File: config.mk
export PLATFORM = sky130hd
export DESIGN_NAME = bus_decoder
export DESIGN_NICKNAME = d
export VERILOG_FILES = /design/src/rtl/soc_pkg.sv /design/src/rtl/bus_decoder.sv
export VERILOG_INCLUDE_DIRS = /design/src /design/src/rtl
export SDC_FILE = /design/constraint.sdc
export NUM_CORES = 1
export LEC_CHECK = 0
export ABC_AREA = 1
export BUFFER_PORTS_ARGS = -buffer_cell sky130_fd_sc_hd__buf_2
export CELL_PAD_IN_SITES_DETAIL_PLACEMENT = 2
export CELL_PAD_IN_SITES_GLOBAL_PLACEMENT = 2
export CORE_AREA = 2 2 88 90
export DETAILED_ROUTE_END_ITERATION = 8
export DIE_AREA = 0 0 90 92
export PLACE_DENSITY = 0.95
export SYNTH_ARGS = -nofsm -noshare
export SYNTH_HDL_FRONTEND = slang
export SYNTH_SLANG_ARGS = --single-unit
export TNS_END_PERCENT = 1
File: constraint.sdc
create_clock -name clk -period 1.7 [get_ports clk]
set_input_delay 0.425 -clock clk [delete_from_list [all_inputs] [get_ports clk]]
set_output_delay 0.425 -clock clk [all_outputs]
set_load 0.01 [all_outputs]
File: src/rtl/soc_params.svh
`ifndef SOC_PARAMS_SVH
`define SOC_PARAMS_SVH

// I/O port map, byte addresses on the data bus
`define LEDS_PORT       16'hfffe
`define BIOS_CTRL_PORT  16'hffec
`define TIMER_PORT      16'hffee
`define IRQ_PORT_BASE   16'hfff4   // Mask at +0, pending/vector at +2

// Upper six address bits of the BIOS shadow window (FC000-FFFFF)
`define BIOS_BASE       6'b111111

// RAM depths in 16-bit words
`define MAIN_RAM_WORDS  4096
`define BIOS_RAM_WORDS  8192

`define NUM_LEDS        8

// Clocks per timer tick
`define TIMER_PRESCALE  4

`endif

File: src/rtl/soc_pkg.sv
package soc_pkg;

    // One bus request, held by the master until ack
    typedef struct packed {
        logic [19:1] addr;      // Word address
        logic [15:0] wdata;
        logic        wr_en;
        logic [1:0]  bytesel;   // Bit 1 high byte, bit 0 low byte
        logic        access;
    } bus_req_t;

    // One bus response, zero outside the ack cycle
    typedef struct packed {
        logic [15:0] rdata;
        logic        ack;
    } bus_rsp_t;

    // Peripheral selects from the I/O decode
    typedef struct packed {
        logic leds;
        logic bios_ctrl;
        logic timer;
        logic irq;
        logic dflt;             // Unmapped port
    } io_sel_t;

endpackage

File: src/rtl/bus_decoder.sv
`include "soc_params.svh"

module bus_decoder import soc_pkg::*; (
    input  logic     clk,
    input  logic     rst,
    input  bus_req_t data_req,
    input  logic     d_io,
    input  bus_req_t q_req,
    input  logic     bios_enabled,
    input  bus_rsp_t main_rsp,
    input  bus_rsp_t bios_rsp,
    input  bus_rsp_t periph_rsp [4],
    output io_sel_t  io_sel,
    output logic     main_cs,
    output logic     bios_cs,
    output bus_rsp_t q_rsp,
    output bus_rsp_t io_rsp
);

    localparam logic [15:0] IRQ_BASE = `IRQ_PORT_BASE;

    logic [15:0] port;
    logic        dflt_ack;
    logic        bios_hit;

    assign port = {data_req.addr[15:1], 1'b0};

    always_comb begin
        io_sel = '0;
        if (d_io && data_req.access) begin
            if (port == `LEDS_PORT) begin
                io_sel.leds = 1'b1;
            end else if (port == `BIOS_CTRL_PORT) begin
                io_sel.bios_ctrl = 1'b1;
            end else if (port == `TIMER_PORT) begin
                io_sel.timer = 1'b1;
            end else if (port[15:2] == IRQ_BASE[15:2]) begin
                io_sel.irq = 1'b1;      // Two ports
            end else begin
                io_sel.dflt = 1'b1;
            end
        end
    end

    // Default slave, acks unmapped ports with zero data
    always_ff @(posedge clk) begin
        if (rst) begin
            dflt_ack <= 1'b0;
        end else begin
            dflt_ack <= io_sel.dflt && !dflt_ack;
        end
    end

    always_comb begin
        io_rsp.ack   = dflt_ack;
        io_rsp.rdata = '0;
        for (int i = 0; i < 4; i++) begin
            io_rsp.ack   = io_rsp.ack | periph_rsp[i].ack;
            io_rsp.rdata = io_rsp.rdata | periph_rsp[i].rdata;
        end
    end

    // BIOS shadow only overlays main RAM while enabled
    assign bios_hit = bios_enabled && (q_req.addr[19:14] == `BIOS_BASE);
    assign bios_cs  = q_req.access && bios_hit;
    assign main_cs  = q_req.access && !bios_hit;

    assign q_rsp.rdata = main_rsp.rdata | bios_rsp.rdata;
    assign q_rsp.ack   = main_rsp.ack | bios_rsp.ack;

endmodule

# == Word-level counts from Yosys, hierarchy flattened ==
# Cells that the tools add are included.
# totals
out_inout_bits,41
input_bits,184
register_bits,1
# op_classes
eq_ne,5
muxes,9
n_bitwise,9
reduce_logical,7
# ops
op,n
OR 16 bit,4
"equality test 15 bit, second input constant",3
"equality test 14 bit, second input constant",1
"equality test 6 bit, second input constant",1
logical AND 1 bit,5
2-to-1 mux 1 bit,5
2-to-1 mux 5 bit,1
OR 1 bit,5
2-to-1 mux 4 bit,1
2-to-1 mux 3 bit,1
zero test 1 bit,2
2-to-1 mux 2 bit,1

# == Depth between registers and ports, before layout ==
# Gate-level depths: netlist of run 1.
# depth
depth_word,7
depth_mapped,8

# == Worst setup path after synthesis of run 1 ==
# No wires, ideal clock.
# synth_path
path_kind,input to output
start,in data_req[31] (netlist bit)
end,out io_sel[1] (netlist bit)
path_stages,7
path_slack_ns,0.253
t_required_ns,1.275
path_buffers,0
arrival_time_ns,1.022
cell_sequence,nand2_1 > nor2_4 > nand2_1 > nor2_2 > nor2_2 > nand2_1 > nor2_1
# synth_rtl
element,line,text
"start, declared",bus_decoder.sv:6,"input bus_req_t data_req,"
"end, declared",bus_decoder.sv:13,"output io_sel_t io_sel,"

==> results of run 1 <==
-- final timing paths --
kind	slack [ns]	start	cells past startpoint	end
max	0.01	data_req[25]	8	io_sel[2]
min	0.50	dflt_ack	2	dflt_ack
max reg2reg	0.97	dflt_ack	2	dflt_ack
min reg2reg	0.50	dflt_ack	2	dflt_ack
-- cell type report --
type | count | area share, %
inverters | 8 | 2.00
multi-input cells | 80 | 33.8
repair buffers | 171 | 55.2
well taps | 102 | 7.85
flip-flops and latches | 1 | 1.23
-- synthesized netlist by cell type --
| library cell | count |
|---|---|
| or2_2 | 18 |
| dfxtp_1 | 1 |
| nand2_1 | 9 |
| nor3_2 | 1 |
| nor2_2 | 4 |
| or4_1 | 16 |
| nor2_1 | 9 |
| nand3_2 | 2 |
| and3_1 | 1 |
| nand2_2 | 7 |
| nand2_4 | 1 |
| inv_2 | 2 |
| nor2_4 | 5 |
| nand4_1 | 1 |
| nor3_1 | 4 |
| inv_1 | 6 |
| nand3_1 | 2 |
-- logic make-up after synthesis --
family | after synthesis | share of synthesized area [%]
flops | 1 | 3.58
buf+inv | 8 | 5.37
simple gates | 80 | 91.1
-- critical path, cell delays in order --
cell     delay [ns]
buf_2          0.08
nand2_2        0.06
nor2_4         0.16
nand2_2        0.08
nor2_4         0.13
inv_2          0.05
and3_1         0.13
buf_2          0.14
-- cell usage in the layout (no fill, tap or decap), types with 2 or more instances in the layout --
cell type and n:
inv_1 4, nand3_2 3, nor3_1 3, nor3_2 2, nor2_4 6, nand2_2 9, or4_1 16, inv_2 3
nand2_4 3, buf_2 162, or2_2 18, nor2_2 5, buf_4 5, buf_6 3, nand2_1 5, nor2_1 7
-- what timing repair did --
action,4_1_cts,5_1_grt
endpoints found under the hold margin,0,0
gates resized for setup,5,18
pin swaps,3,10
setup buffers,0,2
setup endpoints to repair,3,4
-- per-stage QoR --
stage	area [sq um]	std cells	worst slack [ns]	hold slack (ns)
finish	1630	362	0.0135	0.499
floorplan	559	89	0.253	0.471
detailed placement	1530	360	-0.0292	0.503
global route	1630	362	-0.0639	0.525
global placement	1530	360	0.0232	0.489
CTS	1560	360	-0.0145	0.503
-- where the power goes --
| part | internal (mW) | total [mW] | switching [mW] |
|---|---|---|---|
| combinational | 0.168 | 0.274 | 0.107 |
| sequential | 0.0249 | 0.0254 | 0.000433 |
| clock | 0 | 0 | 0 |
| total | 0.192 | 0.299 | 0.107 |
-- layer usage --
| metal | vias up | global-route usage, % | share of wire [%] |
|---|---|---|---|
| met5 | - | 0 | 0 |
| met4 | 0 | 0 | 0 |
| met3 | 0 | 2.71 | 13 |
| met2 | 110 | 19.0 | 56 |
| met1 | 609 | 8.38 | 31 |
| li1 | 645 | - | - |
==> out/metrics.yaml, run 1 <==
outcome:
  outcome: "completed"
power:
  powerDensity_nw_per_um2: 184
  ir_drop_v: 0.0000506
  p_leak_nw: 0.853
  p_total_uw: 299
floorplanning:
  core_sq_um: 7450
  rows: 32
  die_x_um: 90
  floorplan.initialDensity_pct: 7.51
  die_area_sq_um: 8280
  io_pins: 225
  die_h_um: 92
global_route:
  overflow: 0
  grt_pass1_vias: 1432
  grt_max_degree: 5
  antenna_found_initial: 0
  grt_pass1_wl_um: 6270
  grt_usage_pct: 8.78
critical_path:
  required_ns: 1.27
  cp.arrival_ns: 1.26
  worst_setup_path_end_kind: "output port"
  crit_fanout: 3
  crit_path_start_kind: "input port"
  critPathKind: "input port to output port"
logic_synthesis:
  synth_cell_type_count: 17
  yosysSeqAreaShare_pct: 3.58
  ys_seq_elements: 1
  syn_area_per_cell_sq_um: 6.28
  syn-cell-area_sq_um: 559
  synth_top_area_share_pct: 21.5
  synth_area_leaders: "or4_1, or2_2, nor2_4"
  post-synth-top-area-cell: "or4_1"
  synth_cells: 89
  synth_nets: 273
  synth_warnings: 0
layout:
  area_growth_pct: 191
  regMostFlops: "dflt_ack"
  utilization_pct: 21.8
  antenna_cells: 0
  fin_nets: 446
  fill_cells: 942
  multi_input_area_sq_um: 549
  drive_gt1_share_pct: 85.0
  ff_latch_area_sq_um: 20.0
  largest_reg_flops: 1
  reg_top3: "dflt_ack x1"
sta:
  fin_crit_sh_pct: 99.2
  clock_skew_ns: 0
  max_freq_mhz: 593
  post-route-min-period_ns: 1.69
  finalSetupViolations: 0
  maxSlewHeadroom_pct: 88.6
  tightestPinTransition_ns: 0.170
  timing.setup.tns_ns: 0
  drv_slew: 0
  rsz0062_at_grt: "true"
  hold_violations: 0
clocking:
  clk_latency_ns: 0
  cts_hold_buf: 0
  path_clk_slew_ns: 0
routing:
  avgViaCountPerCell: 3.77
  first_iter_violations: 3
  wl_um: 3950
  drc: 0
  wl_per_cell_um: 10.9
  ant_nets: 0
  first_pass_iters: 2
  num_vias: 1364
run:
  drv_cap: 0
placement:
  hpwlAfterDp_um: 3760
  gp_congestion: 0.666
  port_buffers: 169
worst_hold_path:
  hold_class: "register to register"
No activity file was read; power rests on OpenSTA's default activity.
==> inputs of run 2 (changes only) <==
--- a/config.mk
+++ b/config.mk
@@ -6,7 +6,6 @@
 export SDC_FILE = /design/constraint.sdc
 export NUM_CORES = 1
 export LEC_CHECK = 0
-export ABC_AREA = 1
 export BUFFER_PORTS_ARGS = -buffer_cell sky130_fd_sc_hd__buf_2
 export CELL_PAD_IN_SITES_DETAIL_PLACEMENT = 2
 export CELL_PAD_IN_SITES_GLOBAL_PLACEMENT = 2
==> run 2 against run 1 <==
Effect of this change:
- the run now ends with setup timing left
- cell count down 7.5%
- core utilization down 1.1 points
- register-to-register slack better by 0.02 ns
- critical endpoint is now io_sel[1]
- largest power group unchanged
- highest routed layer is now met4
==> out/metrics.yaml, run 2 <==
routing:
  drc: 0
  num_vias: 1245
  wl_um: 4020
  ant_nets: 0
  first_iter_violations: 9
  first_pass_iters: 2
  avgViaCountPerCell: 3.72
  wl_per_cell_um: 12.0
critical_path:
  crit_path_start_kind: "input port"
  crit_cells: 5
  required_ns: 1.27
  cp-endpoint: "io_sel[1]"
  critPathKind: "input port to output port"
  cp.arrival_ns: 1.37
  worst_setup_path_end_kind: "output port"
  crit_path_top_delay_cell: "or3_4"
  rr_startpoint: "dflt_ack"
  cp_top_family: "simple AND/OR/NAND/NOR gates"
  crit_fanout: 4
  crit_chain: "buf_8, nand4_4, or3_4, nor4_4, buf_2"
  cp-startpoint: "data_req[28]"
  regToRegEndpoint: "dflt_ack"
  path_buf_inv: 2
  rrSetupSlack_ns: 0.99
  reg2regPathDepth: 1
  max_stage_delay_ns: 0.46
floorplanning:
  die_x_um: 90
  io_pins: 225
  floorplan.initialDensity_pct: 5.98
  rows: 32
  die_area_sq_um: 8280
  die_h_um: 92
  core_sq_um: 7450
sta:
  setup_slack_ns: -0.0944
  finalSetupViolations: 5
  clock_skew_ns: 0
  maxSlewHeadroom_pct: 83.5
  drv_slew: 0
  rsz0062_at_grt: "true"
  holdWs_ns: 0.509
  max_freq_mhz: 557
  hold_violations: 0
  tightestPinTransition_ns: 0.247
  fin_crit_sh_pct: 106
  post-route-min-period_ns: 1.79
layout:
  layout_commonest_cell: "buf_2"
  largest_reg_flops: 1
  antenna_cells: 0
  drive_gt1_share_pct: 85.4
  mostFrequentLayoutCells: "buf_2, or2_2, or4_1"
  reg_top3: "dflt_ack x1"
  regMostFlops: "dflt_ack"
  area_growth_pct: 246
  fin_nets: 419
global_route:
  grt_pass1_vias: 1444
  grt_usage_pct: 9.01
  overflow: 0
  antenna_found_initial: 0
  grt_pass1_wl_um: 6330
  grt_max_degree: 6
logic_synthesis:
  syn-cell-area_sq_um: 445
  synthTopCellsByCount: "or2_2, or4_1, nor3_1"
  synth_cell_type_count: 18
  ys_seq_elements: 1
  synth_most_common_cell: "or2_2"
  yosysSeqAreaShare_pct: 4.49
  async_flop_share_pct: 0
  ys.flop_type: "dfxtp_1"
  synth_cells: 60
  syn_area_per_cell_sq_um: 7.42
  synth_warnings: 0
  synth_edf_count: 0
  synth_area_leaders: "or4_1, or2_2, nor4_4"
  synth_top_area_share_pct: 27.0
  post-synth-top-area-cell: "or4_1"
  synth_nets: 244
outcome:
  outcome: "finished, violations left"
  violations: "setup timing"
placement:
  place_ws_ns: -0.257
  hpwlAfterDp_um: 3750
  port_buffers: 169
  gp_congestion: 0.697
worst_hold_path:
  hold_class: "register to register"
  hold_depth: 1
run:
  drv_cap: 0
power:
  p_total_uw: 290
  p_leak_nw: 0.795
  powerDensity_nw_per_um2: 188
  ir_drop_v: 0.0000802
clocking:
  path_clk_slew_ns: 0
  clk_latency_ns: 0
-- run 2: cell count changes in the layout (fill, tap and decap cells not counted), sizes merged, moves of 2 or more --
cell / delta
nand2: -15
nor2: -15
inv: -7
nand4: +4
a21oi: +2
buf: +2
nand3: -2
nor4: +2
-- run 2: per-layer routing --
| layer | up-vias | share of wire, % | GRT usage [%] |
|---|---|---|---|
| li1 | 584 | - | - |
| met1 | 561 | 28 | 7.70 |
| met2 | 98 | 59 | 20.6 |
| met3 | 2 | 12 | 2.63 |
| met4 | 0 | 0.65 | 0.513 |
| met5 | - | 0 | 0 |
-- run 2: how the worst min path moves through the flow --
| stage | startpoint | to | slack (ns) |
|---|---|---|---|
| 2_1_floorplan | dflt_ack | dflt_ack | 0.42 |
| 3_3_place_gp | dflt_ack | dflt_ack | 0.52 |
| 3_5_place_dp | dflt_ack | dflt_ack | 0.52 |
| 4_1_cts | dflt_ack | dflt_ack | 0.52 |
| 5_1_grt | dflt_ack | dflt_ack | 0.53 |
| 6_report | dflt_ack | dflt_ack | 0.51 |
-- run 2: what timing repair did --
| item | 4_1_cts | 5_1_grt |
|---|---|---|
| hold buffers | 0 | 0 |
| gates resized for setup | 9 | 6 |
| pin swaps | 7 | 1 |
| setup buffers | 3 | 0 |
| setup endpoints to repair | 4 | 5 |
-- run 2: per-stage QoR --
stage / cell area (sq um) / utilization (%) / TNS (ns) / instances
floorplan: 445 / - / -0.00000600 / 60
global placement: 1430 / 19.2 / -0.792 / 332
global route: 1540 / 20.7 / -0.569 / 335
detailed placement: 1430 / 19.2 / -0.875 / 332
finish: 1540 / 20.7 / -0.358 / 335
CTS: 1510 / 20.2 / -0.434 / 335
-- run 2: kinds of logic (layout without fill, tap and decap cells) --
logic type / Yosys count / in the layout / synth area share, %
flops: 1 / 1 / 4.49
simple gates: 55 / 55 / 88.2
compound gates: 3 / 3 / 6.46
buf+inv: 1 / 174 / 0.842
-- run 2: layout make-up --
| class | count | area, sq um |
|---|---|---|
| Timing Repair Buffer | 173 | 936 |
| Tap cell | 102 | 128 |
| Fill cell | 944 | 5900 |
| Multi-Input combinational cell | 58 | 455 |
| Inverter | 1 | 3.75 |
| Sequential cell | 1 | 20.0 |
-- run 2: power by group --
group / switching, mW / internal [mW]
registers: 0.00136 / 0.0249
clock network: 0 / 0
logic: 0.0975 / 0.166
==> inputs of run 3 (changes only) <==
--- a/config.mk
+++ b/config.mk
@@ -12,7 +12,7 @@
 export CORE_AREA = 2 2 88 90
 export DETAILED_ROUTE_END_ITERATION = 8
 export DIE_AREA = 0 0 90 92
-export PLACE_DENSITY = 0.95
+export PLACE_DENSITY_LB_ADDON = 0.1
 export SYNTH_ARGS = -nofsm -noshare
 export SYNTH_HDL_FRONTEND = slang
 export SYNTH_SLANG_ARGS = --single-unit
==> run 3 against run 2 <==
Effect of this change:
- the run still ends with setup timing left
- final area grew 0.24%
- power down 1.6%
- clock skew unchanged
- maximum frequency increased by 1.4%
- core utilization is 0.050 points higher
- sequential share of layout area about the same
- routed wire length shrank 9.7%
- critical path depth did not move
- sequential power decreased by 2%
- hold slack got worse by 0.057 ns
- cell count is 0.30% lower
- critical path type unchanged
==> out/metrics.yaml, run 3 (synthesis results as in run 2) <==
outcome:
  outcome: "finished, violations left"
  violations: "setup timing"
critical_path:
  critPathKind: "input port to output port"
  rrSetupSlack_ns: 1.02
  crit_fanout: 4
  required_ns: 1.27
  regToRegEndpoint: "dflt_ack"
  crit_path_top_delay_cell: "or3_4"
  crit_path_start_kind: "input port"
  max_stage_delay_ns: 0.45
  worst_setup_path_end_kind: "output port"
  crit_chain: "buf_8, nand4_4, or3_4, nor4_4, buf_2"
  cp.arrival_ns: 1.34
  reg2regPathDepth: 1
  rr_startpoint: "dflt_ack"
worst_hold_path:
  hold_end: "dflt_ack"
  hp-start: "dflt_ack"
  hold_class: "register to register"
  hold_depth: 1
power:
  p_int_uw: 193
  powerDensity_nw_per_um2: 185
  clockPowerShare_pct: 0
  ir_drop_v: 0.0000377
  seq_power_share_pct: 9.0
  swShare_pct: 32.5
  p_leak_nw: 0.788
  pwr-share-comb_pct: 91.0
  p_switching_uw: 92.6
sta:
  post-route-min-period_ns: 1.77
  holdWs_ns: 0.452
  maxSlewHeadroom_pct: 83.0
  hold_violations: 0
  max_freq_mhz: 565
  drv_slew: 0
  rsz0062_at_grt: "true"
  tightestPinTransition_ns: 0.254
  clock_skew_ns: 0
  fin_crit_sh_pct: 104
  finalSetupViolations: 4
  timing.setup.tns_ns: -0.203
  setup_slack_ns: -0.0694
layout:
  fill_cells: 940
  reg_top3: "dflt_ack x1"
  largest_reg_flops: 1
  area_growth_pct: 247
  antenna_cells: 0
  layout_commonest_cell: "buf_2"
  regMostFlops: "dflt_ack"
  fin_nets: 418
  drive_gt1_share_pct: 85.8
  mostFrequentLayoutCells: "buf_2, or2_2, or4_1"
global_route:
  grt_usage_pct: 8.42
  grt_pass1_wl_um: 5990
  grt_max_degree: 6
  overflow: 0
  antenna_found_initial: 0
  grt_pass1_vias: 1269
routing:
  drc: 0
  first_pass_iters: 3
  ant_nets: 0
  first_iter_violations: 5
  wl_per_cell_um: 10.9
  avgViaCountPerCell: 3.56
  wl_um: 3630
  num_vias: 1189
placement:
  gp_congestion: 0.635
  port_buffers: 169
  hpwlAfterDp_um: 3510
floorplanning:
  io_pins: 225
  rows: 32
  die_area_sq_um: 8280
  die_h_um: 92
  floorplan.initialDensity_pct: 5.98
  die_x_um: 90
  core_sq_um: 7450
clocking:
  path_clk_slew_ns: 0
  cts_setup_buffers: 0
  clk_latency_ns: 0
run:
  drv_cap: 0
run 3: cell type report:
cell class	count	area [sq um]	area share, %
Timing Repair Buffer	172	941	60.8
Multi-Input combinational cell	58	454	29.4
Tap cell	102	128	8.25
Sequential cell	1	20.0	1.29
Inverter	1	3.75	0.243
run 3: worst max-delay path by stage:
| stage | startpoint | endpoint | slack [ns] | cells past startpoint |
|---|---|---|---|---|
| after floorplan | data_req[34] | io_sel[2] | -0.000003 | 3 |
| after CTS | data_req[21] | io_sel[1] | -0.09 | 5 |
| after global routing | data_req[34] | io_sel[1] | -0.13 | 5 |
| after global placement | data_req[29] | io_sel[4] | -0.25 | 5 |
| final | data_req[28] | io_sel[1] | -0.07 | 5 |
| after detailed placement | data_req[29] | io_sel[4] | -0.24 | 5 |
run 3: per-stage QoR:
stage               cell area (sq um)  std cells  utilization, %  worst slack, ns  power (mW)
floorplan                         445         60               -      -0.00000300      0.0872
global placement                 1440        334            19.4           -0.248       0.264
detailed placement               1440        334            19.4           -0.242       0.268
global route                     1550        334            20.8           -0.133       0.317
finish                           1550        334            20.8          -0.0694       0.285
CTS                              1520        334            20.4          -0.0933       0.285
run 3: per-layer routing:
metal / up-vias / GRT usage [%] / part of all wire [%]
met4: 0 / 0 / 0
met3: 0 / 1.89 / 10
met5: - / 0 / 0
met1: 522 / 9.29 / 36
li1: 581 / - / -
met2: 86 / 17.2 / 54
run 3: power groups by stage:
stage | combinational, mW | sequential (mW) | clock [mW]
after floorplan | 0.0617 | 0.0255 | 0
after global placement | 0.239 | 0.0257 | 0
after detailed placement | 0.242 | 0.0257 | 0
after CTS | 0.260 | 0.0258 | 0
after global routing | 0.291 | 0.0259 | 0
final | 0.260 | 0.0258 | 0
run 3: repair_timing:
item                       CTS  global route
gates resized for setup     12             5
hold buffers                 0             0
setup endpoints to repair    5             5
pin swaps                    8             1
run 3: worst max-delay path, delay by kind of cell:
kind,cells,cell delay [ns]
buffers and inverters,2,0.24
AND/OR/NAND/NOR,3,0.68
