==> config.mk <==
export PLATFORM = sky130hd
export DESIGN_NAME = mem_arbiter
export DESIGN_NICKNAME = d
export VERILOG_FILES = /design/src/rtl/soc_params.svh /design/src/rtl/soc_pkg.sv /design/src/rtl/mem_arbiter.sv
export SDC_FILE = /design/constraint.sdc
export NUM_CORES = 1
export LEC_CHECK = 0
export BUFFER_PORTS_ARGS = -buffer_cell sky130_fd_sc_hd__buf_4
export CAP_MARGIN = 30
export CORE_MARGIN = 4
export CORE_UTILIZATION = 25
export CTS_CLUSTER_DIAMETER = 50
export DETAILED_ROUTE_END_ITERATION = 10
export GPL_ROUTABILITY_DRIVEN = 1
export PLACE_DENSITY = 0.75
export SKIP_LAST_GASP = 1
export SYNTH_ARGS = -nofsm -noshare
export SYNTH_HDL_FRONTEND = slang
export SYNTH_SLANG_ARGS = --single-unit
==> constraint.sdc <==
create_clock -name clk -period 1.7 [get_ports clk]
set_input_delay 0.255 -clock clk [delete_from_list [all_inputs] [get_ports clk]]
set_output_delay 0.255 -clock clk [all_outputs]
set_load 0.03 [all_outputs]
==> src/rtl/soc_params.svh <==
`ifndef SOC_PARAMS_SVH
`define SOC_PARAMS_SVH

// I/O port map, byte addresses on the data bus
`define LEDS_PORT       16'hfffe
`define BIOS_CTRL_PORT  16'hffec
`define TIMER_PORT      16'hffee
`define IRQ_PORT_BASE   16'hfff4   // Mask at +0, pending/vector at +2

// Upper six address bits of the BIOS shadow window (FC000-FFFFF)
`define BIOS_BASE       6'b111111

// RAM depths in 16-bit words
`define MAIN_RAM_WORDS  4096
`define BIOS_RAM_WORDS  8192

`define NUM_LEDS        8

// Clocks per timer tick
`define TIMER_PRESCALE  4

`endif

==> src/rtl/soc_pkg.sv <==
package soc_pkg;

    // One bus request, held by the master until ack
    typedef struct packed {
        logic [19:1] addr;      // Word address
        logic [15:0] wdata;
        logic        wr_en;
        logic [1:0]  bytesel;   // Bit 1 high byte, bit 0 low byte
        logic        access;
    } bus_req_t;

    // One bus response, zero outside the ack cycle
    typedef struct packed {
        logic [15:0] rdata;
        logic        ack;
    } bus_rsp_t;

    // Peripheral selects from the I/O decode
    typedef struct packed {
        logic leds;
        logic bios_ctrl;
        logic timer;
        logic irq;
        logic dflt;             // Unmapped port
    } io_sel_t;

endpackage

==> src/rtl/mem_arbiter.sv <==
module mem_arbiter import soc_pkg::*; (
    input  logic     clk,
    input  logic     rst,
    input  bus_req_t data_req,
    input  bus_req_t instr_req,
    input  bus_rsp_t q_rsp,
    output bus_req_t q_req,
    output bus_rsp_t data_mem_rsp,
    output bus_rsp_t instr_rsp
);

    typedef enum logic [1:0] {
        GRANT_IDLE,
        GRANT_DATA,
        GRANT_INSTR
    } grant_t;

    grant_t grant;

    // A new grant is only taken from idle, so the master that was just
    // acked has dropped access before anyone is granted again
    always_ff @(posedge clk) begin
        if (rst) begin
            grant <= GRANT_IDLE;
        end else begin
            case (grant)
                GRANT_IDLE: begin
                    if (data_req.access) begin
                        grant <= GRANT_DATA;    // Data wins a tie
                    end else if (instr_req.access) begin
                        grant <= GRANT_INSTR;
                    end
                end
                default: begin
                    if (q_rsp.ack) begin
                        grant <= GRANT_IDLE;
                    end
                end
            endcase
        end
    end

    always_comb begin
        case (grant)
            GRANT_DATA: begin
                q_req = data_req;
            end
            GRANT_INSTR: begin
                q_req       = instr_req;
                q_req.wr_en = 1'b0;     // Fetches never write
            end
            default: begin
                q_req = '0;
            end
        endcase
    end

    // Steer the shared response back to its owner
    assign data_mem_rsp = (grant == GRANT_DATA) ? q_rsp : '0;
    assign instr_rsp    = (grant == GRANT_INSTR) ? q_rsp : '0;

endmodule

# --- Word-level counts from Yosys, hierarchy flattened ---
# Cells that the tools add are included.
totals:
  regBits: 2
  word_cells: 14
classes:
  n_mux: 7
  n_reduce_logical: 3
  n_eq_ne: 3
ops:
  columns: ["cell", "count"]
  rows:
  - ["case mux 39 bit (2 select lines)", 1]
  - ["two-way mux 17 bit", 2]
  - ["two-way mux 2 bit", 4]
  - ["inequality test 3 bit, second input constant", 1]
  - ["equality test 2 x 1 -> 1 bit, second input constant", 1]
  - ["equality test 2 bit, second input constant", 1]
  - ["zero test 2 bit", 1]
  - ["AND reduction 2 bit", 1]
  - ["nonzero test 2 bit", 1]

# --- Logic depth before layout (Yosys ltp) ---
# Gate-level depths: netlist (run 1).
depth:
  depth_word: 3
  mapped_depth: 6
  mapped_depth_nobuf: 4

# --- Worst setup path after synthesis (run 1) ---
# No wires, ideal clock.
synth_path:
  kind: "reg2out"
  startpoint: "register grant[0]"
  endpoint: "output q_req[20] (netlist bit)"
  arrival_ns: 1.443
  t_required_ns: 1.445
  path_stages_with_launch: 6
  setup_slack_ns: 0.002
  cell_sequence: "dfxtp_1 > inv_1 > ha_1 > buf_2 > buf_2 > nor2b_1"
synth_rtl:
  columns: ["element", "line_no", "source"]
  rows:
  - ["start: declaration", "mem_arbiter.sv:18", "grant_t grant;"]
  - ["start signal: assignment", "mem_arbiter.sv:24", "grant <= GRANT_IDLE;"]
  - ["start signal: assignment", "mem_arbiter.sv:29", "grant <= GRANT_DATA;"]
  - ["start signal: assignment", "mem_arbiter.sv:31", "grant <= GRANT_INSTR;"]
  - ["end: declaration", "mem_arbiter.sv:7", "output bus_req_t q_req,"]

==> impl_results.md, run 1 <==
* Vias at around 1,700
* Register area at 45.04 um2
* Met2 Track Usage GR at 33.88%
* Starting DRT DRC Count at 95
* Placed cells at 347
* Total wire length at 5226 um
* Finished Core Util at 66.88%
* Number of synthesized register bits at 2
* Number of max-cap violations at 0
* WP data arrival at approximately 1.4 ns
* Post-Synthesis Cells at 140
* Origin of the critical flop-to-flop path: grant[0]
* Register area share after synthesis at 4.020%
* CTS tree: yes
* WL per Instance at 14.89 um
* Largest net degree at the start of global routing at 42
* Worst Hold End: grant[0]
* I/O Buffers at 168
* Hold-fix buffers, CTS at 0
* Ys Warns at 0
* Initial core utilization at 26.60%
* Final #Nets at 405
* DR pass1 iterations at 4
* Layout cells sized above 1 at 66.67%
* Worst Clk Skew at ~0.0012 ns
* Unique masters post-synth at 16
* Cell Pwr Density at around 450 mW/mm2
* Crit path kind: reg -> out
* Die ar. at 0.005057 mm2
* Multi-input logic area at around 950 um2
* Worst-path clk slew at 0.03 ns
* WHS Path Cells at 2
* Hold Crit Start: rst
* Worst Max-Slew Pin Slew at 0.1951 ns
* Max reg flops at 2
* IO Pins at 170
* Final Max Slew Viols at 0
* Antenna-violating nets left at 0
* Reg2reg path depth at 4
* Slew HR at approximately 87%
* Pleak at 0.001210 uW
* Busiest layer in global routing: met2
* Antenna violations before repair at 0
* GPL Wtd Cong at 0.8157
* CP required at 1.44 ns
* Worst r2r dst: grant[0]
* Layout area overhead at 151.4%
* Die height at 71.12 um
* Startpoint Class: register
* Sum Neg Setup Slack at 0 ns
* Latest clock arrival within the worst-skew pair at 0.21 ns
* Worst setup EP type: output port
* # diodes at 0
* Total grt overflow at 0
* Final hold vios at 0
* Die Width at 71.12 um
* Residual DRC count at 0
* DPL Wire Length at approximately 4200 um
* Row count at 22
* Fmax at 0.6039 GHz
* Setup-failing EPs final at 0
* R2R Setup Slk at 0.50 ns
* Fill count at 330
* Largest registers: grant x2
* Via density at approximately 4.7
* Worst IR Drop VDD at 0.4002 mV
* Clock Path Buffers at 2
* Non-filler cells, final at 351
* CORE AREA at roughly 0.0037 mm2
* Register bank with the most flops: grant
* Min cycle time layout at 1.656 ns
* Met1 GRT Util at 21.44%
* Vias in the first global route at 1,514
* Routing usage on met3 at under 10%
* H-tree depth at 1
* Synthesized Nets at 240
* CTS Buf Count at 3
* CTS root buffer: clkbuf_8
* Top fanout value on the critical path at 21
* Status: finished, final reports clean
* Unrepaired setup endpoints after global routing: true
* Hold crit path type: in -> reg
* Total track usage at approximately 18%
* Mapped Avg Cell Area at roughly 7.1 um2
* Cell area after synthesis at approximately 1000 um2
* Tcrit/Tclk final at 97.41%
* First-pass GRT wire length at between 7000 and 8000 um
* TritonCTS Sinks at 2
[synth_stat cells]
| master | count | area, um2 |
|---|---|---|
| a22oi_1 | 38 | 285.3 |
| buf_2 | 6 | 30.03 |
| inv_1 | 2 | 7.510 |
| and3_1 | 1 | 6.260 |
| dfxtp_1 | 2 | 40.04 |
| clkbuf_1 | 3 | 11.26 |
| clkbuf_2 | 1 | 5.000 |
| nor2b_1 | 38 | 237.7 |
| and2_1 | 34 | 212.7 |
| o31ai_2 | 2 | 25.02 |
| nand3b_1 | 1 | 7.510 |
| ha_1 | 3 | 37.54 |
| buf_4 | 3 | 22.52 |
| mux2_1 | 2 | 22.52 |
| nand4bb_1 | 1 | 11.26 |
| buf_6 | 3 | 33.78 |
[placed cells by master (no fill, tap or decap)]
cell / count
buf_4: 167
and2_1: 34
a22oi_1: 31
nor2b_1: 31
a22oi_2: 7
nor2b_2: 5
buf_6: 4
ha_4: 3
clkbuf_8: 3
buf_12: 3
inv_4: 2
nor2b_4: 2
mux2_1: 2
o31ai_2: 2
and3_1: 1
nand4bb_1: 1
nand3b_1: 1
clkbuf_16: 1
dfxtp_4: 1
dfxtp_2: 1
buf_8: 1
[timing repair]
item,CTS,global route
resized for setup,15,21
endpoints found under the setup margin,49,35
gates cloned,0,1
setup buffers,0,0
pin swaps,0,2
[through the flow]
| step | setup slack, ns | cell area [um2] | hold WS, ns | total power (uW) |
|---|---|---|---|---|
| after floorplan | 0.001630 | 996.0 | 0.3469 | 508.0 |
| after global placement | 0.1491 | 2292 | 0.4678 | 865.3 |
| after detailed placement | 0.1139 | 2292 | 0.4689 | 874.2 |
| after CTS | 0.02000 | 2397 | 0.2499 | 1098 |
| after global routing | -0.02295 | 2504 | 0.2494 | 1204 |
| final | 0.04402 | 2504 | 0.2477 | 1134 |
[kinds of logic (layout without fill, tap and decap cells)]
kind of cell,after synthesis,in the layout,synth area share [%]
AOI/OAI and AO/OA,40,40,31.16
adders and majority gates,3,3,3.769
buffers and inverters,18,181,11.05
DFF,2,2,4.020
muxes,2,2,2.261
and+or+nand+nor,75,75,47.74
[final cells by class]
class	instances	area share (%)
tap	48	2.399
clock buffer	3	1.649
timing repair buffer	176	55.87
multi-input combinational	120	37.78
sequential	2	1.799
inverter	2	0.4998
[per-layer routing]
metal  share of wire [%]  wire, um
met5                   0         0
met4                0.36        19
met3                 7.8       410
met2                  54      2811
met1                  38      1985
[critical path, cell delays in order, from the launching register on]
cell and delay (ns):
dfxtp_2 0.36, inv_4 0.06, ha_4 0.18, buf_12 0.16, a22oi_1 0.20, nor2b_2 0.06
buf_4 0.16
[worst max path at each step]
stage / cells after the start / endpoint / slack [ns] / start
CTS: 6 / q_req[15] / 0.02 / grant[1]
global placement: 6 / q_req[30] / 0.15 / grant[0]
finish: 6 / q_req[18] / 0.04 / grant[1]
global route: 6 / q_req[2] / -0.02 / grant[1]
detailed placement: 6 / q_req[30] / 0.11 / grant[0]
floorplan: 5 / q_req[20] / 0.002 / grant[0]
[report_power, final]
part           internal [uW]  switching (uW)
Combinational            458             431
Clock                    150            36.7
Sequential              52.5            6.24
(Power assumes the default switching activity.)
==> inputs of run 2 (changes only) <==
--- a/config.mk
+++ b/config.mk
@@ -8,11 +8,11 @@
 export BUFFER_PORTS_ARGS = -buffer_cell sky130_fd_sc_hd__buf_4
 export CAP_MARGIN = 30
 export CORE_MARGIN = 4
-export CORE_UTILIZATION = 25
+export CORE_UTILIZATION = 28
 export CTS_CLUSTER_DIAMETER = 50
 export DETAILED_ROUTE_END_ITERATION = 10
 export GPL_ROUTABILITY_DRIVEN = 1
-export PLACE_DENSITY = 0.75
+export PLACE_DENSITY = 0.82
 export SKIP_LAST_GASP = 1
 export SYNTH_ARGS = -nofsm -noshare
 export SYNTH_HDL_FRONTEND = slang
==> run 2 against run 1 <==
Net effect:
- the run now ends with setup timing left
- core utilization grew 8.0 points
- clock power decreased by 38%
- cell count unchanged
- count of clock-buffer cells in the layout is the same
- register-to-register slack is essentially flat
- first-iteration DRC count fell by 20%
- global-route usage up 2.5 points
- design area increased by 1.4%
- critical endpoint is now q_req[30]
- sequential share of layout area fell by 0.12 points
- die area decreased by 9.5%
==> impl_results.md, run 2 (synthesis results as in run 1) <==
* CTS tree: yes (unchanged)
* Total track usage at 20.48% (was 17.96%)
* Pleak at 0.001214 uW (was 0.001210 uW)
* Vias in the first global route at 1,449 (was 1,514)
* Residual DRC count at 0 (unchanged)
* First-pass GRT wire length at 7245 um (was 7548 um)
* CTS Buf Count at 3 (unchanged)
* Worst setup margin at -0.01404 ns (was 0.04402 ns)
* # diodes at 0 (unchanged)
* TritonCTS Sinks at 2 (unchanged)
* Layout cells sized above 1 at 69.18% (was 66.67%)
* DPL Wire Length at 4064 um (was 4207 um)
* P_sw at 490.5 uW (was 474.4 uW)
* P_int at 603.9 uW (was 660.1 uW)
* Clock network fraction of total power at 10.5% (was 16.4%)
* CP Launch Point: grant[1] (unchanged)
* GPL Wtd Cong at 0.7090 (was 0.8157)
* Final hold vios at 0 (unchanged)
* WHS at 0.2202 ns (was 0.2477 ns)
* Origin of the critical flop-to-flop path: grant[0] (unchanged)
* Starting DRT DRC Count at 76 (was 95)
* Antenna-violating nets left at 0 (unchanged)
* Total wire length at 5273 um (was 5226 um)
* Worst IR Drop VDD at 0.3590 mV (was 0.4002 mV)
* Most common cell after layout, fill and taps aside: buf_4 (unchanged)
* I/O Buffers at 168 (unchanged)
* CORE AREA at 0.003390 mm2 (was 0.003744 mm2)
* Via density at 4.789 (was 4.701)
* Initial core utilization at 29.38% (was 26.60%)
* Most frequent cells in the layout: buf_4, nor2b_1, and2_1 (was buf_4, and2_1, a22oi_1, nor2b_1, a22oi_2)
* Cell Pwr Density at 431.1 mW/mm2 (was 453.1 mW/mm2)
* Vias at 1,681 (was 1,650)
* Final #Nets at 407 (was 405)
* DR pass1 iterations at 4 (unchanged)
* Failing checks: setup timing
* Hold Crit Start: rst (unchanged)
* Top fanout value on the critical path at 25 (was 21)
* H-tree depth at 1 (unchanged)
* Status: finished, violations left (was finished, final reports clean)
* Largest net degree at the start of global routing at 28 (was 42)
* Largest registers: grant x2 (unchanged)
* Hold-fix buffers, CTS at 0 (unchanged)
* Die height at 67.64 um (was 71.12 um)
* Reg power frac at 5.3% (was 5.2%)
* Worst Max-Slew Pin Slew at 0.1674 ns (was 0.1951 ns)
* Die ar. at 0.004575 mm2 (was 0.005057 mm2)
* CTS root buffer: clkbuf_4 (was clkbuf_8)
* Number of max-cap violations at 0 (unchanged)
* Latest clock arrival within the worst-skew pair at 0.24 ns (was 0.21 ns)
* Tcrit/Tclk final at 100.8% (was 97.41%)
* Finished Core Util at 74.90% (was 66.88%)
* Final Max Slew Viols at 0 (unchanged)
* Crit path kind: reg -> out (unchanged)
* Row count at 21 (was 22)
* Slew HR at 88.77% (was 86.99%)
* Max reg flops at 2 (unchanged)
* Fmax at 0.5834 GHz (was 0.6039 GHz)
* Register bank with the most flops: grant (unchanged)
* Layout area overhead at 154.9% (was 151.4%)
* Clock Path Buffers at 2 (unchanged)
* Unrepaired setup endpoints after global routing: true (unchanged)
* IO Pins at 170 (unchanged)
* Switch share at 44.82% (was 41.82%)
* Setup-failing EPs final at 1 (was 0)
* Logic gate share of total power at 84.2% (was 78.4%)
* Startpoint Class: register (unchanged)
* Total grt overflow at 0 (unchanged)
* Die Width at 67.64 um (was 71.12 um)
* WP data arrival at 1.46 ns (was 1.40 ns)
* CP required at 1.44 ns (about the same)
* Antenna violations before repair at 0 (unchanged)
* Min cycle time layout at 1.714 ns (was 1.656 ns)
* Hold crit path type: in -> reg (unchanged)
* Worst setup EP type: output port (unchanged)
* WL per Instance at 15.02 um (was 14.89 um)
* Worst-path clk slew at 0.04 ns (was 0.03 ns)
* Worst Clk Skew at 0.008699 ns (was 0.001246 ns)
[run 2: cell count changes in the layout (fill, tap and decap cells not counted), moves of 2 or more]
cell,before,now
a22oi_1,31,21
a22oi_2,7,17
buf_4,167,169
clkbuf_4,0,3
clkbuf_8,3,0
nor2b_1,31,34
nor2b_4,2,0
[run 2: area by class of cell]
| type | count | area [um2] |
|---|---|---|
| Multi-Input combinational cell | 120 | 978.4 |
| Fill cell | 265 | 850.8 |
| Timing Repair Buffer | 178 | 1425 |
| Inverter | 2 | 12.51 |
| Clock buffer | 3 | 22.52 |
| Tap cell | 46 | 57.56 |
| Sequential cell | 2 | 42.54 |
[run 2: final timing paths]
path	end	slack, ns	depth (start not counted)
worst min-delay path	grant[0]	0.22	2
worst max register to register	grant[0]	0.51	4
worst max-delay path	q_req[30]	-0.01	6
worst min register to register	grant[1]	0.52	2
[run 2: what timing repair did]
| action | in CTS | in global routing |
|---|---|---|
| gates resized for setup | 33 | 9 |
| endpoints found under the hold margin | 0 | 0 |
| setup endpoints to repair | 40 | 38 |
| cloned | 2 | 0 |
| pin swaps | 1 | 0 |
| buffers inserted | 1 | 0 |
[run 2: worst max-delay path, stage by stage, from the launching register on]
cell	delay, ns
dfxtp_2	0.32
buf_4	0.14
ha_4	0.17
buf_12	0.15
a22oi_2	0.19
nor2b_1	0.07
buf_4	0.17
[run 2: per-stage QoR]
stage | setup WS (ns) | cell area [um2] | std cells | total power [uW] | setup TNS (ns)
5_1_grt | -0.05470 | 2539 | 351 | 1154 | -0.8236
4_1_cts | -0.00004297 | 2507 | 351 | 1086 | -0.00004297
2_1_floorplan | 0.001630 | 996.0 | 140 | 508.0 | 0
3_3_place_gp | 0.09259 | 2302 | 345 | 861.5 | 0
3_5_place_dp | 0.07786 | 2302 | 345 | 871.6 | 0
6_report | -0.01404 | 2539 | 351 | 1094 | -0.01404
[run 2: power groups by stage]
stage | clock (uW) | sequential, uW | combinational (uW)
6_report | 115 | 58.0 | 922
2_1_floorplan | 0 | 53.9 | 454
5_1_grt | 120 | 58.2 | 976
3_3_place_gp | 0 | 54.3 | 807
4_1_cts | 116 | 57.9 | 912
3_5_place_dp | 0 | 54.6 | 817
[run 2: metal layers]
layer	GRT usage, %	vias up	share of wire, %
met3	4.992	8	11
met5	0	-	0
li1	-	824	-
met4	5.316	0	0.97
met1	23.11	755	36
met2	37.79	94	52
==> inputs of run 3 (changes only) <==
--- a/config.mk
+++ b/config.mk
@@ -7,12 +7,15 @@
 export LEC_CHECK = 0
 export BUFFER_PORTS_ARGS = -buffer_cell sky130_fd_sc_hd__buf_4
 export CAP_MARGIN = 30
+export CELL_PAD_IN_SITES_DETAIL_PLACEMENT = 0
+export CELL_PAD_IN_SITES_GLOBAL_PLACEMENT = 2
+export CORE_ASPECT_RATIO = 0.75
 export CORE_MARGIN = 4
-export CORE_UTILIZATION = 28
+export CORE_UTILIZATION = 11
 export CTS_CLUSTER_DIAMETER = 50
 export DETAILED_ROUTE_END_ITERATION = 10
 export GPL_ROUTABILITY_DRIVEN = 1
-export PLACE_DENSITY = 0.82
+export PLACE_DENSITY_LB_ADDON = 0.1
 export SKIP_LAST_GASP = 1
 export SYNTH_ARGS = -nofsm -noshare
 export SYNTH_HDL_FRONTEND = slang
==> run 3 against run 2 <==
Net effect:
- the flow still finishes with violations (setup timing)
- register-to-register slack hardly changed
- critical endpoint is now q_req[4]
- fmax is 4.1% lower
- core utilization is 42 points lower
==> impl_results.md, run 3 (synthesis results as in run 1) <==
* Status: finished, violations left (unchanged)
* Failing checks: setup timing (unchanged)
* Min cycle time layout at 1.787 ns (was 1.714 ns)
* DR pass1 iterations at 4 (unchanged)
* Residual DRC count at 0 (unchanged)
* Initial core utilization at 11.53% (was 29.38%)
* Starting DRT DRC Count at 83 (was 76)
* Unrepaired setup endpoints after global routing: true (unchanged)
* WP data arrival at 1.53 ns (was 1.46 ns)
* Fmax at 0.5596 GHz (was 0.5834 GHz)
* Finished Core Util at 33.37% (was 74.90%)
* Worst-path clk slew at 0.03 ns (was 0.04 ns)
* Most common cell after layout, fill and taps aside: buf_4 (unchanged)
* CP required at 1.44 ns (about the same)
* H-tree depth at 1 (unchanged)
* Tcrit/Tclk final at 105.1% (was 100.8%)
* Antenna-violating nets left at 0 (unchanged)
* Cell Pwr Density at 521.6 mW/mm2 (was 431.1 mW/mm2)
* Vias in the first global route at 1,573 (was 1,449)
* Worst setup margin at -0.08694 ns (was -0.01404 ns)
* Largest net degree at the start of global routing at 39 (was 28)
* Worst-path cell chain: buf_4, ha_4, buf_8, a22oi_1, nor2b_4, buf_6 (was buf_4, ha_4, buf_12, a22oi_2, nor2b_1, buf_4)
* Die height at 90.41 um (was 67.64 um)
* Row count at 29 (was 21)
* Vias at 1,714 (was 1,681)
* Hold-fix buffers, CTS at 0 (unchanged)
* Layout cells sized above 1 at 70.65% (was 69.18%)
* Total grt overflow at 0 (unchanged)
* Hold crit path type: in -> reg (unchanged)
* TritonCTS Sinks at 2 (unchanged)
* Worst Max-Slew Pin Slew at 0.2709 ns (was 0.1674 ns)
* Sum Neg Setup Slack at -0.9327 ns (was -0.01404 ns)
* Pwr Total at 1503 uW (was 1094 uW)
* Layout area overhead at 189.3% (was 154.9%)
* Slew HR at 81.94% (was 88.77%)
* Hold Crit Start: rst (unchanged)
* Total wire length at 6833 um (was 5273 um)
* Worst r2r dst: grant[1] (was grant[0])
* Clock Path Buffers at 2 (unchanged)
* CTS tree: yes (unchanged)
* Met1 GRT Util at 13.15% (was 23.11%)
* Max reg flops at 2 (unchanged)
* CP Launch Point: grant[0] (was grant[1])
* Pre-CTS setup slack at 0.1157 ns (was 0.07786 ns)
* Worst IR Drop VDD at 0.3001 mV (was 0.3590 mV)
* Largest stage delay on the critical path at 0.34 ns (was 0.32 ns)
* Met2 Track Usage GR at 18.36% (was 37.79%)
* Crit path kind: reg -> out (unchanged)
* GPL Wtd Cong at 0.6849 (was 0.7090)
* Pleak at 0.001324 uW (was 0.001214 uW)
* Worst setup EP type: output port (unchanged)
* Die ar. at 0.01066 mm2 (was 0.004575 mm2)
* Register bank with the most flops: grant (unchanged)
* R2R Setup Slk at 0.52 ns (was 0.51 ns)
* IO Pins at 170 (unchanged)
* Worst Clk Skew at 0.001131 ns (was 0.008699 ns)
* Origin of the critical flop-to-flop path: grant[1] (was grant[0])
* CTS Buf Count at 3 (unchanged)
* Reg2reg path depth at 4 (unchanged)
* Setup-failing EPs final at 38 (was 1)
* Routing usage on met3 at 3.694% (was 4.992%)
* Largest registers: grant x2 (unchanged)
* Worst Hold End: grant[0] (unchanged)
* Via density at 4.100 (was 4.789)
* Latest clock arrival within the worst-skew pair at 0.22 ns (was 0.24 ns)
* # diodes at 0 (unchanged)
* Startpoint Class: register (unchanged)
* CTS root buffer: clkbuf_16 (was clkbuf_4)
* WL per Instance at 16.35 um (was 15.02 um)
* Final hold vios at 0 (unchanged)
* Total track usage at 10.78% (was 20.48%)
* Final Max Slew Viols at 0 (unchanged)
* Final #Nets at 412 (was 407)
* WHS Path Cells at 2 (unchanged)
* Most frequent cells in the layout: buf_4, and2_1, nor2b_1, a22oi_1, buf_6 (was buf_4, nor2b_1, and2_1)
* First-pass GRT wire length at 9246 um (was 7245 um)
* Die Width at 117.9 um (was 67.64 um)
* I/O Buffers at 168 (unchanged)
* Top fanout value on the critical path at 18 (was 25)
* Number of max-cap violations at 0 (unchanged)
* CORE AREA at 0.008636 mm2 (was 0.003390 mm2)
* CP max stage cell: dfxtp_4 (was dfxtp_2)
* Antenna violations before repair at 0 (unchanged)
* DPL Wire Length at 4824 um (was 4064 um)
* Busiest layer in global routing: met2 (unchanged)
## run 3: critical path: cells and delay by family (launching register included)
kind                     cells  cell delay, ns
AO/OA/AOI/OAI                1            0.27
buffers and inverters        3            0.44
AND/OR/NAND/NOR              1            0.07
flip-flops                   1            0.34
adder cells (fa/ha/maj)      1            0.18
## run 3: report_power, final
group / leakage [uW] / total, uW / internal (uW) / switching [uW]
clock network: 0.0000370 / 354 / 299 / 54.5
logic: 0.00127 / 1090 / 581 / 512
registers: 0.0000178 / 56.6 / 51.7 / 4.92
## run 3: per-layer routing
| layer | up-vias | routed length, um |
|---|---|---|
| met1 | 772 | 3024 |
| met4 | 0 | 51 |
| met3 | 6 | 629 |
| met5 | - | 0 |
| met2 | 97 | 3128 |
| li1 | 839 | - |
## run 3: stage by stage
| stage | cell area (um2) | hold slack (ns) | cells |
|---|---|---|---|
| final | 2882 | 0.2409 | 418 |
| after global routing | 2882 | 0.2479 | 418 |
| after CTS | 2524 | 0.2490 | 410 |
| after detailed placement | 2370 | 0.4812 | 405 |
| after global placement | 2370 | 0.4779 | 405 |
| after floorplan | 996.0 | 0.3469 | 140 |
## run 3: repair_timing
action / 4_1_cts / 5_1_grt
setup buffers: 0 / 3
hold endpoints to repair: 0 / 0
cloned: 2 / 5
endpoints found under the setup margin: 39 / 40
pin swaps: 0 / 1
resized for setup: 8 / 56
## run 3: worst max-delay path by stage
stage / endpoint / slack, ns
6_report: q_req[4] / -0.09
5_1_grt: q_req[35] / -0.13
4_1_cts: q_req[30] / -0.06
3_5_place_dp: q_req[12] / 0.12
3_3_place_gp: q_req[4] / 0.09
2_1_floorplan: q_req[20] / 0.002
## run 3: final cells by class
class	instances	area [um2]
Fill cell	908	5754
Timing Repair Buffer	183	1585
Multi-Input combinational cell	120	1023
Tap cell	108	135.1
Clock buffer	3	75.07
Sequential cell	2	47.55
Inverter	2	15.01
